$ cat config.mk
export PLATFORM = sky130hd
export DESIGN_NAME = irq_unit
export DESIGN_NICKNAME = d
export VERILOG_FILES = /design/src/source/irq_pkg.sv /design/src/source/irq_unit.sv /design/src/source/wfi_sleep_ctrl.sv /design/src/source/irq_arbiter.sv
export VERILOG_INCLUDE_DIRS = /design/src /design/src/source
export SDC_FILE = /design/constraint.sdc
export NUM_CORES = 1
export LEC_CHECK = 0
export BUFFER_PORTS_ARGS = -buffer_cell sky130_fd_sc_hd__buf_2
export CORE_MARGIN = 2
export CORE_UTILIZATION = 37
export DETAILED_ROUTE_END_ITERATION = 8
export PLACE_DENSITY = 0.83
export SLEW_MARGIN = 20
export SYNTH_ARGS = -nofsm -noshare
export SYNTH_HDL_FRONTEND = slang
export SYNTH_SLANG_ARGS = --single-unit
export TNS_END_PERCENT = 100
$ cat constraint.sdc
create_clock -name clk_i -period 3.7 [get_ports clk_i]
set_input_delay 0.37 -clock clk_i [delete_from_list [all_inputs] [get_ports clk_i]]
set_output_delay 0.37 -clock clk_i [all_outputs]
set_load 0.01 [all_outputs]
$ cat src/source/irq_params.svh
// Shared widths, reserved line mask and WFI encoding, included by RTL and testbench
`ifndef IRQ_PARAMS_SVH
`define IRQ_PARAMS_SVH

// --------------------------------------------------
// Interrupt lines
// --------------------------------------------------
// One line per bit of a machine word
`define IRQ_NUM 32
// Id wide enough to name any of the lines
`define IRQ_ID_W 5
// Implemented lines: 31..16 platform, 11 external, 7 timer, 3 software
`define IRQ_VALID_MASK 32'hFFFF_0888

// --------------------------------------------------
// Instruction encoding
// --------------------------------------------------
`define INSTR_W 32
// SYSTEM major opcode
`define OPC_SYSTEM 7'b111_0011
// Immediate field that selects WFI among SYSTEM words
`define FUNCT12_WFI 12'h105
// WFI has all register and funct3 fields at zero
`define RS1_ZERO 5'd0
`define FUNCT3_ZERO 3'd0
`define RD_ZERO 5'd0

`endif
$ cat src/source/irq_pkg.sv
// Struct and union types shared by the interrupt unit and its testbench
`include "irq_params.svh"

package irq_pkg;

  // --------------------------------------------------
  // CSR side
  // --------------------------------------------------
  // Enables as seen from the CSR file, valid every cycle
  typedef struct packed {
    logic [`IRQ_NUM-1:0] mie;
    logic                mstatus_mie;
  } csr_irq_t;

  // --------------------------------------------------
  // Instruction views
  // --------------------------------------------------
  // I-type layout used by SYSTEM instructions, MSB first
  typedef struct packed {
    logic [11:0] funct12;
    logic [4:0]  rs1;
    logic [2:0]  funct3;
    logic [4:0]  rd;
    logic [6:0]  opcode;
  } sys_instr_t;

  // Same word, raw or split into SYSTEM fields
  typedef union packed {
    logic [`INSTR_W-1:0] raw;
    sys_instr_t          sys;
  } instr_word_u;

  // Writeback retire strobe with bus error flag
  typedef struct packed {
    logic        valid;
    logic        err;
    instr_word_u instr;
  } wb_retire_t;

  // Acknowledge to the core, id valid only with ack
  typedef struct packed {
    logic                 ack;
    logic [`IRQ_ID_W-1:0] id;
  } irq_ack_t;

endpackage

$ cat src/source/irq_unit.sv
// Top level of the machine-mode interrupt and sleep unit, instantiated by the core or testbench
`timescale 1ns/1ps
`include "irq_params.svh"

module irq_unit (
  input  logic                 clk_i,
  input  logic                 rst_ni,
  input  logic [`IRQ_NUM-1:0]  irq_i,
  input  irq_pkg::csr_irq_t    csr_i,
  input  irq_pkg::wb_retire_t  retire_i,
  input  logic                 pipe_idle_i,
  input  logic                 debug_req_i,
  output irq_pkg::irq_ack_t    irq_ack_o,
  output logic [`IRQ_NUM-1:0]  mip_o,
  output logic                 core_sleep_o
);

  // Enabled pending level from arbiter to sleep control
  logic irq_pending;

  // --------------------------------------------------
  // Arbitration
  // --------------------------------------------------
  irq_arbiter irq_arbiter_inst (
    .clk_i         (clk_i),
    .rst_ni        (rst_ni),
    .irq_i         (irq_i),
    .csr_i         (csr_i),
    .mip_o         (mip_o),
    .irq_pending_o (irq_pending),
    .irq_ack_o     (irq_ack_o)
  );

  // --------------------------------------------------
  // WFI and sleep
  // --------------------------------------------------
  wfi_sleep_ctrl wfi_sleep_ctrl_inst (
    .clk_i         (clk_i),
    .rst_ni        (rst_ni),
    .retire_i      (retire_i),
    .irq_pending_i (irq_pending),
    .debug_req_i   (debug_req_i),
    .pipe_idle_i   (pipe_idle_i),
    .core_sleep_o  (core_sleep_o)
  );

endmodule

$ cat src/source/wfi_sleep_ctrl.sv
// WFI retire decode, wait-for-interrupt state and registered core sleep output
`timescale 1ns/1ps
`include "irq_params.svh"

module wfi_sleep_ctrl (
  input  logic                clk_i,
  input  logic                rst_ni,
  input  irq_pkg::wb_retire_t retire_i,
  input  logic                irq_pending_i,
  input  logic                debug_req_i,
  input  logic                pipe_idle_i,
  output logic                core_sleep_o
);

  irq_pkg::sys_instr_t sys_f;
  logic                enc_match;
  logic                is_wfi;
  logic                wake;
  logic                in_wfi_q;
  logic                sleep_q;

  // --------------------------------------------------
  // Retire decode
  // --------------------------------------------------
  // Field view of the retired word
  assign sys_f = retire_i.instr.sys;

  // All five SYSTEM fields must hold the WFI values
  assign enc_match = (sys_f.funct12 == `FUNCT12_WFI) &&
                     (sys_f.rs1     == `RS1_ZERO)    &&
                     (sys_f.funct3  == `FUNCT3_ZERO) &&
                     (sys_f.rd      == `RD_ZERO)     &&
                     (sys_f.opcode  == `OPC_SYSTEM);

  // A bus error on fetch disqualifies the retire
  assign is_wfi = retire_i.valid & ~retire_i.err & enc_match;

  // Either wake cause, global enable plays no part
  assign wake = irq_pending_i | debug_req_i;

  // --------------------------------------------------
  // WFI state
  // --------------------------------------------------
  // Retire wins over a wake in the same cycle
  always_ff @(posedge clk_i or negedge rst_ni) begin
    if (!rst_ni) begin
      in_wfi_q <= 1'b0;
    end else if (is_wfi) begin
      in_wfi_q <= 1'b1;
    end else if (wake) begin
      in_wfi_q <= 1'b0;
    end
  end

  // --------------------------------------------------
  // Sleep output
  // --------------------------------------------------
  // Sleep waits for LSU and fetch buffer to drain
  // Wake drops it on the next edge, otherwise hold
  always_ff @(posedge clk_i or negedge rst_ni) begin
    if (!rst_ni) begin
      sleep_q <= 1'b0;
    end else if (wake) begin
      sleep_q <= 1'b0;
    end else if (in_wfi_q && pipe_idle_i) begin
      sleep_q <= 1'b1;
    end
  end

  assign core_sleep_o = sleep_q;

endmodule

$ cat src/source/irq_arbiter.sv
// Pending register, fixed-priority interrupt arbitration and acknowledge pulse generation
`timescale 1ns/1ps
`include "irq_params.svh"

module irq_arbiter (
  input  logic                 clk_i,
  input  logic                 rst_ni,
  input  logic [`IRQ_NUM-1:0]  irq_i,
  input  irq_pkg::csr_irq_t    csr_i,
  output logic [`IRQ_NUM-1:0]  mip_o,
  output logic                 irq_pending_o,
  output irq_pkg::irq_ack_t    irq_ack_o
);

  localparam int unsigned IdW = `IRQ_ID_W;

  logic [`IRQ_NUM-1:0] mip_q;
  logic [`IRQ_NUM-1:0] pend_en;
  logic                win_valid;
  logic [IdW-1:0]      win_id;
  logic                ack_d;
  logic                ack_q;
  logic [IdW-1:0]      id_q;

  // --------------------------------------------------
  // Pending register
  // --------------------------------------------------
  // Lines sampled every edge, reserved ones never stored
  always_ff @(posedge clk_i or negedge rst_ni) begin
    if (!rst_ni) begin
      mip_q <= '0;
    end else begin
      mip_q <= irq_i & `IRQ_VALID_MASK;
    end
  end

  // Locally enabled pending lines
  assign pend_en = mip_q & csr_i.mie;

  // Wake condition ignores the global enable
  assign irq_pending_o = |pend_en;

  // --------------------------------------------------
  // Priority scan
  // --------------------------------------------------
  // Order is 31..16, then 11, 3, 7
  // Lowest priority is tested first so a later hit overrides it
  always_comb begin
    win_valid = 1'b0;
    win_id    = '0;
    if (pend_en[7]) begin
      win_valid = 1'b1;
      win_id    = IdW'(7);
    end
    if (pend_en[3]) begin
      win_valid = 1'b1;
      win_id    = IdW'(3);
    end
    if (pend_en[11]) begin
      win_valid = 1'b1;
      win_id    = IdW'(11);
    end
    // Upper lines, higher index wins
    for (int i = 16; i < `IRQ_NUM; i++) begin
      if (pend_en[i]) begin
        win_valid = 1'b1;
        win_id    = IdW'(i);
      end
    end
  end

  // --------------------------------------------------
  // Acknowledge
  // --------------------------------------------------
  // Globally enabled winner, blocked for one cycle after each ack
  assign ack_d = win_valid & csr_i.mstatus_mie & ~ack_q;

  always_ff @(posedge clk_i or negedge rst_ni) begin
    if (!rst_ni) begin
      ack_q <= 1'b0;
    end else begin
      ack_q <= ack_d;
    end
  end

  // Id captured in the same edge as the ack it belongs to
  always_ff @(posedge clk_i) begin
    if (ack_d) begin
      id_q <= win_id;
    end
  end

  assign mip_o        = mip_q;
  assign irq_ack_o.ack = ack_q;
  assign irq_ack_o.id  = id_q;

endmodule

; ---- Yosys cells after proc, flatten, opt, wreduce, memory -nomap -nowiden
; Index checks and enable logic that the tools add are counted.
[word_totals]
output_inout_bits = 39
regBits = 27
input_bits = 103
elab_cells = 75
[op_classes]
eq_ne = 2
mux = 41
n_bitwise = 8
reduce_logical = 15
[op_table]
columns = op, count
row1 = $and A32 B32 Y32, 1
row2 = $mux W4, 8
row3 = $reduce_or A32 Y1, 1
row4 = $mux W1, 24
row5 = $reduce_or A16 Y1, 1
row6 = $mux W3, 5
row7 = $eq A12 B9 Y1 const B, 1
row8 = $logic_not A5 Y1, 2
row9 = $mux W5, 2
row10 = $reduce_or A8 Y1, 1
row11 = $eq A7 B7 Y1 const B, 1
row12 = $logic_and A1 B1 Y1, 5
row13 = $and A1 B1 Y1, 4
row14 = $mux W2, 2
row15 = $reduce_bool A2 Y1, 2
row16 = $reduce_or A4 Y1, 1
row17 = $logic_not A3 Y1, 1
row18 = $not A1 Y1, 2
row19 = $reduce_or A2 Y1, 1
row20 = $or A1 B1 Y1, 1

; ---- Logic depth before layout (Yosys ltp)
[depth]
ltp_word = 22
depth_mapped = 4
mapped_depth_nobuf = 4

; ---- Modules after synthesis
; From an unflattened synthesis, not the netlist that was laid out.
[unflattened]
cells_unflattened = 113
hier_area_um2 = 1263.7
[by_module_without_submodules]
columns = module, cells_each, area_per_inst_um2, n_inst, seq_area_each_um2
row1 = irq_arbiter, 94, 1071.0, 1, 650.6
row2 = wfi_sleep_ctrl, 19, 192.7, 1, 50.0

; ---- Least setup slack after synthesis
; OpenSTA, ideal clock, no wires.
[synth_path]
kind = flip-flop to flip-flop
from = reg irq_arbiter_inst.mip_q[21] (netlist: irq_arbiter_inst.mip_o[21])
to = reg irq_arbiter_inst.id_q[0] (enable)
setup_ns = 0.266
path_buffers = 0
synth_period_minus_slack_ns = 1.669
t_arrival_ns = 1.403
t_required_ns = 3.434
stages_incl_launch_ff = 5
path_slack_ns = 2.031
path_cell_list = dfrtp_1 a22o_4 nor4_4 nand3_2 and3b_1
[synth_via]
elab_chain_cells = 14
[synth_rtl]
columns = element, line
row1 = start: declaration, irq_arbiter.sv:17  ; logic [`IRQ_NUM-1:0] mip_q;
row2 = start signal: assignment, irq_arbiter.sv:33  ; mip_q <= irq_i & `IRQ_VALID_MASK;
row3 = $and A32 B32 Y32, irq_arbiter.sv:38  ; assign pend_en = mip_q & csr_i.mie;
row4 = $mux W1 (11 in series), irq_arbiter.sv:65  ; if (pend_en[i]) begin
row5 = $and A1 B1 Y1 (2 in series), irq_arbiter.sv:76  ; assign ack_d = win_valid & csr_i.mstatus_mie & ~ack_q;
row6 = via irq_arbiter_inst.ack_d, irq_arbiter.sv:21  ; logic ack_d;
row7 = end signal: assignment, irq_arbiter.sv:89  ; id_q <= win_id;
row8 = end: declaration, irq_arbiter.sv:23  ; logic [IdW-1:0] id_q;
; The timed path passes the listed nets, and every way through them passes these cells.
; A chain may end at the register's enable or synchronous reset.

; ---- Worst setup path after layout
[layout_path]
from = reg irq_arbiter_inst.mip_q[30] (netlist: irq_arbiter_inst.mip_o[30])
to = reg irq_arbiter_inst.id_q[3] (enable)
[layout_via]
elab_chain_cells = 5
[layout_rtl]
columns = element, line
row1 = $and A32 B32 Y32, irq_arbiter.sv:38
row2 = $mux W1 (2 in series), irq_arbiter.sv:65
row3 = $and A1 B1 Y1 (2 in series), irq_arbiter.sv:76
row4 = via irq_arbiter_inst.ack_d, irq_arbiter.sv:21
; The timed path passes the listed nets, and every way through them passes these cells.

==> impl_metrics.prom <==
# TYPE chip_impl_metric gauge
chip_impl_metric{name="slew_violations",unit=""} 0
chip_impl_info{name="grt_setup_unrepaired",value="false"} 1
chip_impl_metric{name="synthesis.area_per_instance",unit="µm²"} 12.1
chip_impl_metric{name="worstMarginPinSlew",unit="ns"} 0.575
chip_impl_metric{name="finalCriticalPeriod",unit="ns"} 1.76
chip_impl_metric{name="start_util",unit="%"} 38.8
chip_impl_metric{name="ir_worst_vdd",unit="mV"} 0.220
chip_impl_info{name="cts_root_buffer",value="sky130_fd_sc_hd__clkbuf_4"} 1
chip_impl_metric{name="cts.clk_slew.worst_paths",unit="ns"} 0.13
chip_impl_metric{name="ant_nets",unit=""} 0
chip_impl_metric{name="final-hold-violation-count",unit=""} 0
chip_impl_metric{name="layout-area-overhead-vs-synth",unit="%"} 42.1
chip_impl_info{name="worst_hold_path_type",value="in2reg"} 1
chip_impl_metric{name="final-setup-viol-count",unit=""} 0
chip_impl_metric{name="crit_path_max_fanout",unit=""} 6
chip_impl_info{name="start_kind",value="flip-flop"} 1
chip_impl_info{name="ys_top_cells_by_count",value="22 x sky130_fd_sc_hd__dfrtp_1, 14 x sky130_fd_sc_hd__buf_4, 14 x sky130_fd_sc_hd__nand2_1, 6 x sky130_fd_sc_hd__a22o_1"} 1
chip_impl_info{name="status",value="finished clean"} 1
chip_impl_metric{name="dp_slack",unit="ns"} 1.89
chip_impl_metric{name="die_height",unit="µm"} 63.1
chip_impl_metric{name="synth.yosys.warnings",unit=""} 0
chip_impl_metric{name="relSlewSlack",unit="%"} 61.7
chip_impl_metric{name="fin_setup_tns",unit="ns"} 0
chip_impl_metric{name="grt_overflow",unit=""} 0
chip_impl_metric{name="post_cts_resize_count",unit=""} 0
chip_impl_metric{name="postSynth.asyncResetShare",unit="%"} 81.5
chip_impl_metric{name="timing.final.crit_share",unit="%"} 47.6
chip_impl_metric{name="synthDominantCellAreaShare",unit="%"} 42.6
chip_impl_info{name="ys_dominant_reg_cell",value="sky130_fd_sc_hd__dfrtp_1"} 1
chip_impl_metric{name="drtIter0Drc",unit=""} 29
chip_impl_metric{name="power_density",unit="nW/µm²"} 312
chip_impl_metric{name="num_antenna_cells",unit=""} 0
chip_impl_metric{name="global_route.usage.total",unit="%"} 16.0
chip_impl_info{name="cp-end-kind",value="flip-flop"} 1
chip_impl_metric{name="design.final.nets",unit=""} 316
chip_impl_metric{name="critical_path_arrival",unit="ns"} 1.83
chip_impl_metric{name="required",unit="ns"} 3.77
chip_impl_metric{name="max_freq",unit="GHz"} 0.568
chip_impl_metric{name="clock_tree.buffer_depth",unit=""} 2
chip_impl_metric{name="drive_above_1_share",unit="%"} 53.8
chip_impl_info{name="yosys.cell_count.top_type",value="sky130_fd_sc_hd__dfrtp_1"} 1
chip_impl_metric{name="first_global_vias",unit=""} 1145
chip_impl_info{name="main_combinational_cell_family_by_area_after_synthesis",value="simple AND/OR/NAND/NOR gates"} 1
chip_impl_metric{name="cap_violations",unit=""} 0
chip_impl_metric{name="post_synth_fa_ha_maj_area_fraction",unit="%"} 0
chip_impl_metric{name="setup_slack",unit="ns"} 1.94
chip_impl_metric{name="worst_case_hold_slack",unit="ns"} 0.144
chip_impl_metric{name="route.vias.total",unit=""} 1193
chip_impl_metric{name="synthesis.area",unit="µm²"} 1290
chip_impl_metric{name="dieArea",unit="µm²"} 3990
chip_impl_metric{name="drc",unit=""} 0
chip_impl_metric{name="synth-edff-count",unit=""} 5
chip_impl_metric{name="gpl_congestion",unit=""} 0.722
chip_impl_metric{name="cts_htree_levels",unit=""} 1
chip_impl_info{name="tritoncts",value="built"} 1
chip_impl_metric{name="grt_max_degree",unit=""} 23
chip_impl_metric{name="synth-compound-area-share",unit="%"} 17.9
chip_impl_metric{name="netlist_instances",unit=""} 107
chip_impl_metric{name="clock_sinks",unit=""} 27
chip_impl_metric{name="final.setup_skew",unit="ns"} 0.00372
chip_impl_metric{name="overall_die_width",unit="µm"} 63.1
chip_impl_metric{name="clkLatencyLatePin",unit="ns"} 0.32
chip_impl_metric{name="post-cts-setup-buffer-count",unit=""} 0
chip_impl_metric{name="timing.hold.worst_path_depth",unit=""} 1
chip_impl_info{name="yosys.area.top_type",value="sky130_fd_sc_hd__dfrtp_1"} 1
chip_impl_metric{name="wl",unit="mm"} 3.25
chip_impl_metric{name="core_region_area",unit="µm²"} 3340
chip_impl_metric{name="synth-xor-area-share",unit="%"} 0
chip_impl_metric{name="io-pin-count",unit=""} 142
chip_impl_metric{name="std_cell_rows",unit=""} 21
chip_impl_info{name="synth.top_cells.by_area",value="sky130_fd_sc_hd__dfrtp_1 43%, sky130_fd_sc_hd__edfxtp_1 12%, sky130_fd_sc_hd__buf_4 8.1%, sky130_fd_sc_hd__nand2_1 4.1%, sky130_fd_sc_hd__a22o_1 4.1%"} 1
chip_impl_metric{name="dr.pass1.iters",unit=""} 6
chip_impl_info{name="worstSetupPathType",value="reg2reg"} 1
chip_impl_metric{name="unique_masters_post_synth",unit=""} 35
chip_impl_metric{name="hpwl",unit="mm"} 2.86
chip_impl_metric{name="grt_first_pass_wirelength",unit="mm"} 5.01
chip_impl_metric{name="grt_antenna_before_repair",unit=""} 0
chip_impl_metric{name="synth-seq-area-share",unit="%"} 54.2
chip_impl_metric{name="buffer_ports.inserted",unit=""} 102
chip_impl_metric{name="cts_inserted_buffers",unit=""} 3
chip_impl_metric{name="fraction_of_synthesized_area_in_multiplexers",unit="%"} 0
chip_impl_metric{name="rr_worst_depth",unit=""} 4
chip_impl_metric{name="postSynthRegisterBits",unit=""} 27
chip_impl_metric{name="synth-simple-area-share",unit="%"} 19.2
chip_impl_metric{name="wl_per_cell",unit="µm"} 12.6
chip_impl_metric{name="vias_per_cell",unit=""} 4.62
chip_impl_metric{name="total_leakage_power",unit="µW"} 0.000908
## final timing paths
check / from / end / slack (ns)
setup / recovery: irq_arbiter_inst.mip_o[30]$_DFF_PN0_ / irq_arbiter_inst.id_q[3]$_SDFFCE_PP1P_ / 1.94
hold / removal: irq_i[29] / irq_arbiter_inst.mip_o[29]$_DFF_PN0_ / 0.14
setup reg to reg: irq_arbiter_inst.mip_o[30]$_DFF_PN0_ / irq_arbiter_inst.id_q[3]$_SDFFCE_PP1P_ / 1.94
hold reg to reg: wfi_sleep_ctrl_inst.in_wfi_q$_DFFE_PN0P_ / wfi_sleep_ctrl_inst.in_wfi_q$_DFFE_PN0P_ / 0.56
max in group asynchronous: rst_ni / wfi_sleep_ctrl_inst.core_sleep_o$_DFFE_PN0P_ / 2.85
min in group asynchronous: rst_ni / irq_arbiter_inst.mip_o[31]$_DFF_PN0_ / 0.52
## cell type report
class | instances | area, µm²
Clock buffer | 4 | 26.3
Timing Repair Buffer | 103 | 520
Multi-Input combinational cell | 77 | 529
Sequential cell | 27 | 701
Inverter | 1 | 3.75
Fill cell | 320 | 1500
Tap cell | 46 | 57.6
## report_power, final
| group | internal, µW | switching (µW) | leakage (µW) |
|---|---|---|---|
| Clock | 42.2 | 80.7 | 0.0000150 |
| Sequential | 318 | 10.2 | 0.000303 |
| Combinational | 61.3 | 60.4 | 0.000590 |
| Total | 422 | 151 | 0.000908 |
## per-stage QoR
step	total power [µW]	instances	utilization (%)	instance area (µm²)
final	573	258	55.1	1840
after global routing	603	258	55.1	1840
after CTS	577	258	55.1	1840
after detailed placement	456	253	54.0	1800
after global placement	454	253	54.0	1800
after floorplan	398	119	-	1340
## timing repair
item                                    in CTS  in global routing
hold buffers                                 1                  0
endpoints found under the setup margin       0                  0
hold endpoints to repair                    22                  0
## state kept, by name (all words and copies together), names as in the netlist
signal	count
irq_arbiter_inst.ack_q	1
irq_arbiter_inst.id_q	5
irq_arbiter_inst.mip_o	19
wfi_sleep_ctrl_inst.core_sleep_o	1
wfi_sleep_ctrl_inst.in_wfi_q	1
## cell families after synthesis
logic type      Yosys count
simple gates             38
flops                    27
compound gates           26
buf+inv                  15
other cells               1
## worst max-delay path, stage by stage (launching register included)
cell	delay, ns
sky130_fd_sc_hd__dfrtp_1	0.45
sky130_fd_sc_hd__a22o_4	0.30
sky130_fd_sc_hd__nor4b_4	0.33
sky130_fd_sc_hd__nand3_2	0.15
sky130_fd_sc_hd__and3b_1	0.28
## cells in the final DEF (no fill, tap or decap)
master                          netlist  routed
sky130_fd_sc_hd__buf_2                0     102
sky130_fd_sc_hd__dfrtp_1             22      22
sky130_fd_sc_hd__nand2_1             14      14
sky130_fd_sc_hd__conb_1               1      13
sky130_fd_sc_hd__a22o_1               6       6
sky130_fd_sc_hd__nor4_1               5       5
sky130_fd_sc_hd__edfxtp_1             5       5
sky130_fd_sc_hd__o21ai_1              4       4
sky130_fd_sc_hd__nand3_1              3       3
sky130_fd_sc_hd__nor4bb_1             3       3
sky130_fd_sc_hd__clkbuf_4             0       3
sky130_fd_sc_hd__a22o_4               2       2
sky130_fd_sc_hd__a22oi_1              2       2
sky130_fd_sc_hd__a222oi_1             2       2
sky130_fd_sc_hd__a32oi_1              2       2
sky130_fd_sc_hd__nor2_1               2       2
sky130_fd_sc_hd__nor4b_4              1       1
sky130_fd_sc_hd__nor4_4               1       1
sky130_fd_sc_hd__nand3_2              1       1
sky130_fd_sc_hd__and3b_1              1       1
sky130_fd_sc_hd__and2_1               1       1
sky130_fd_sc_hd__a221oi_2             1       1
sky130_fd_sc_hd__a221oi_1             1       1
sky130_fd_sc_hd__o211ai_1             1       1
sky130_fd_sc_hd__o21a_2               1       1
sky130_fd_sc_hd__inv_1                1       1
sky130_fd_sc_hd__nand3b_1             1       1
sky130_fd_sc_hd__nand4_1              1       1
sky130_fd_sc_hd__or4_1                1       1
sky130_fd_sc_hd__o31ai_2              1       1
sky130_fd_sc_hd__a21oi_1              1       1
sky130_fd_sc_hd__nor3_2               1       1
sky130_fd_sc_hd__o21bai_1             1       1
sky130_fd_sc_hd__a31oi_1              1       1
sky130_fd_sc_hd__nand2b_1             1       1
sky130_fd_sc_hd__nor3_1               1       1
sky130_fd_sc_hd__clkbuf_1             0       1
sky130_fd_sc_hd__dlygate4sd3_1        0       1
## per-layer routing
metal | vias up | global-route usage (%) | wire (µm)
met3 | 5 | 1.96 | 212
li1 | 595 | - | -
met1 | 531 | 21.0 | 1330
met5 | - | 0 | 0
met2 | 62 | 27.5 | 1660
met4 | 0 | 5.00 | 43
No activity file was read; power rests on OpenSTA's default activity.
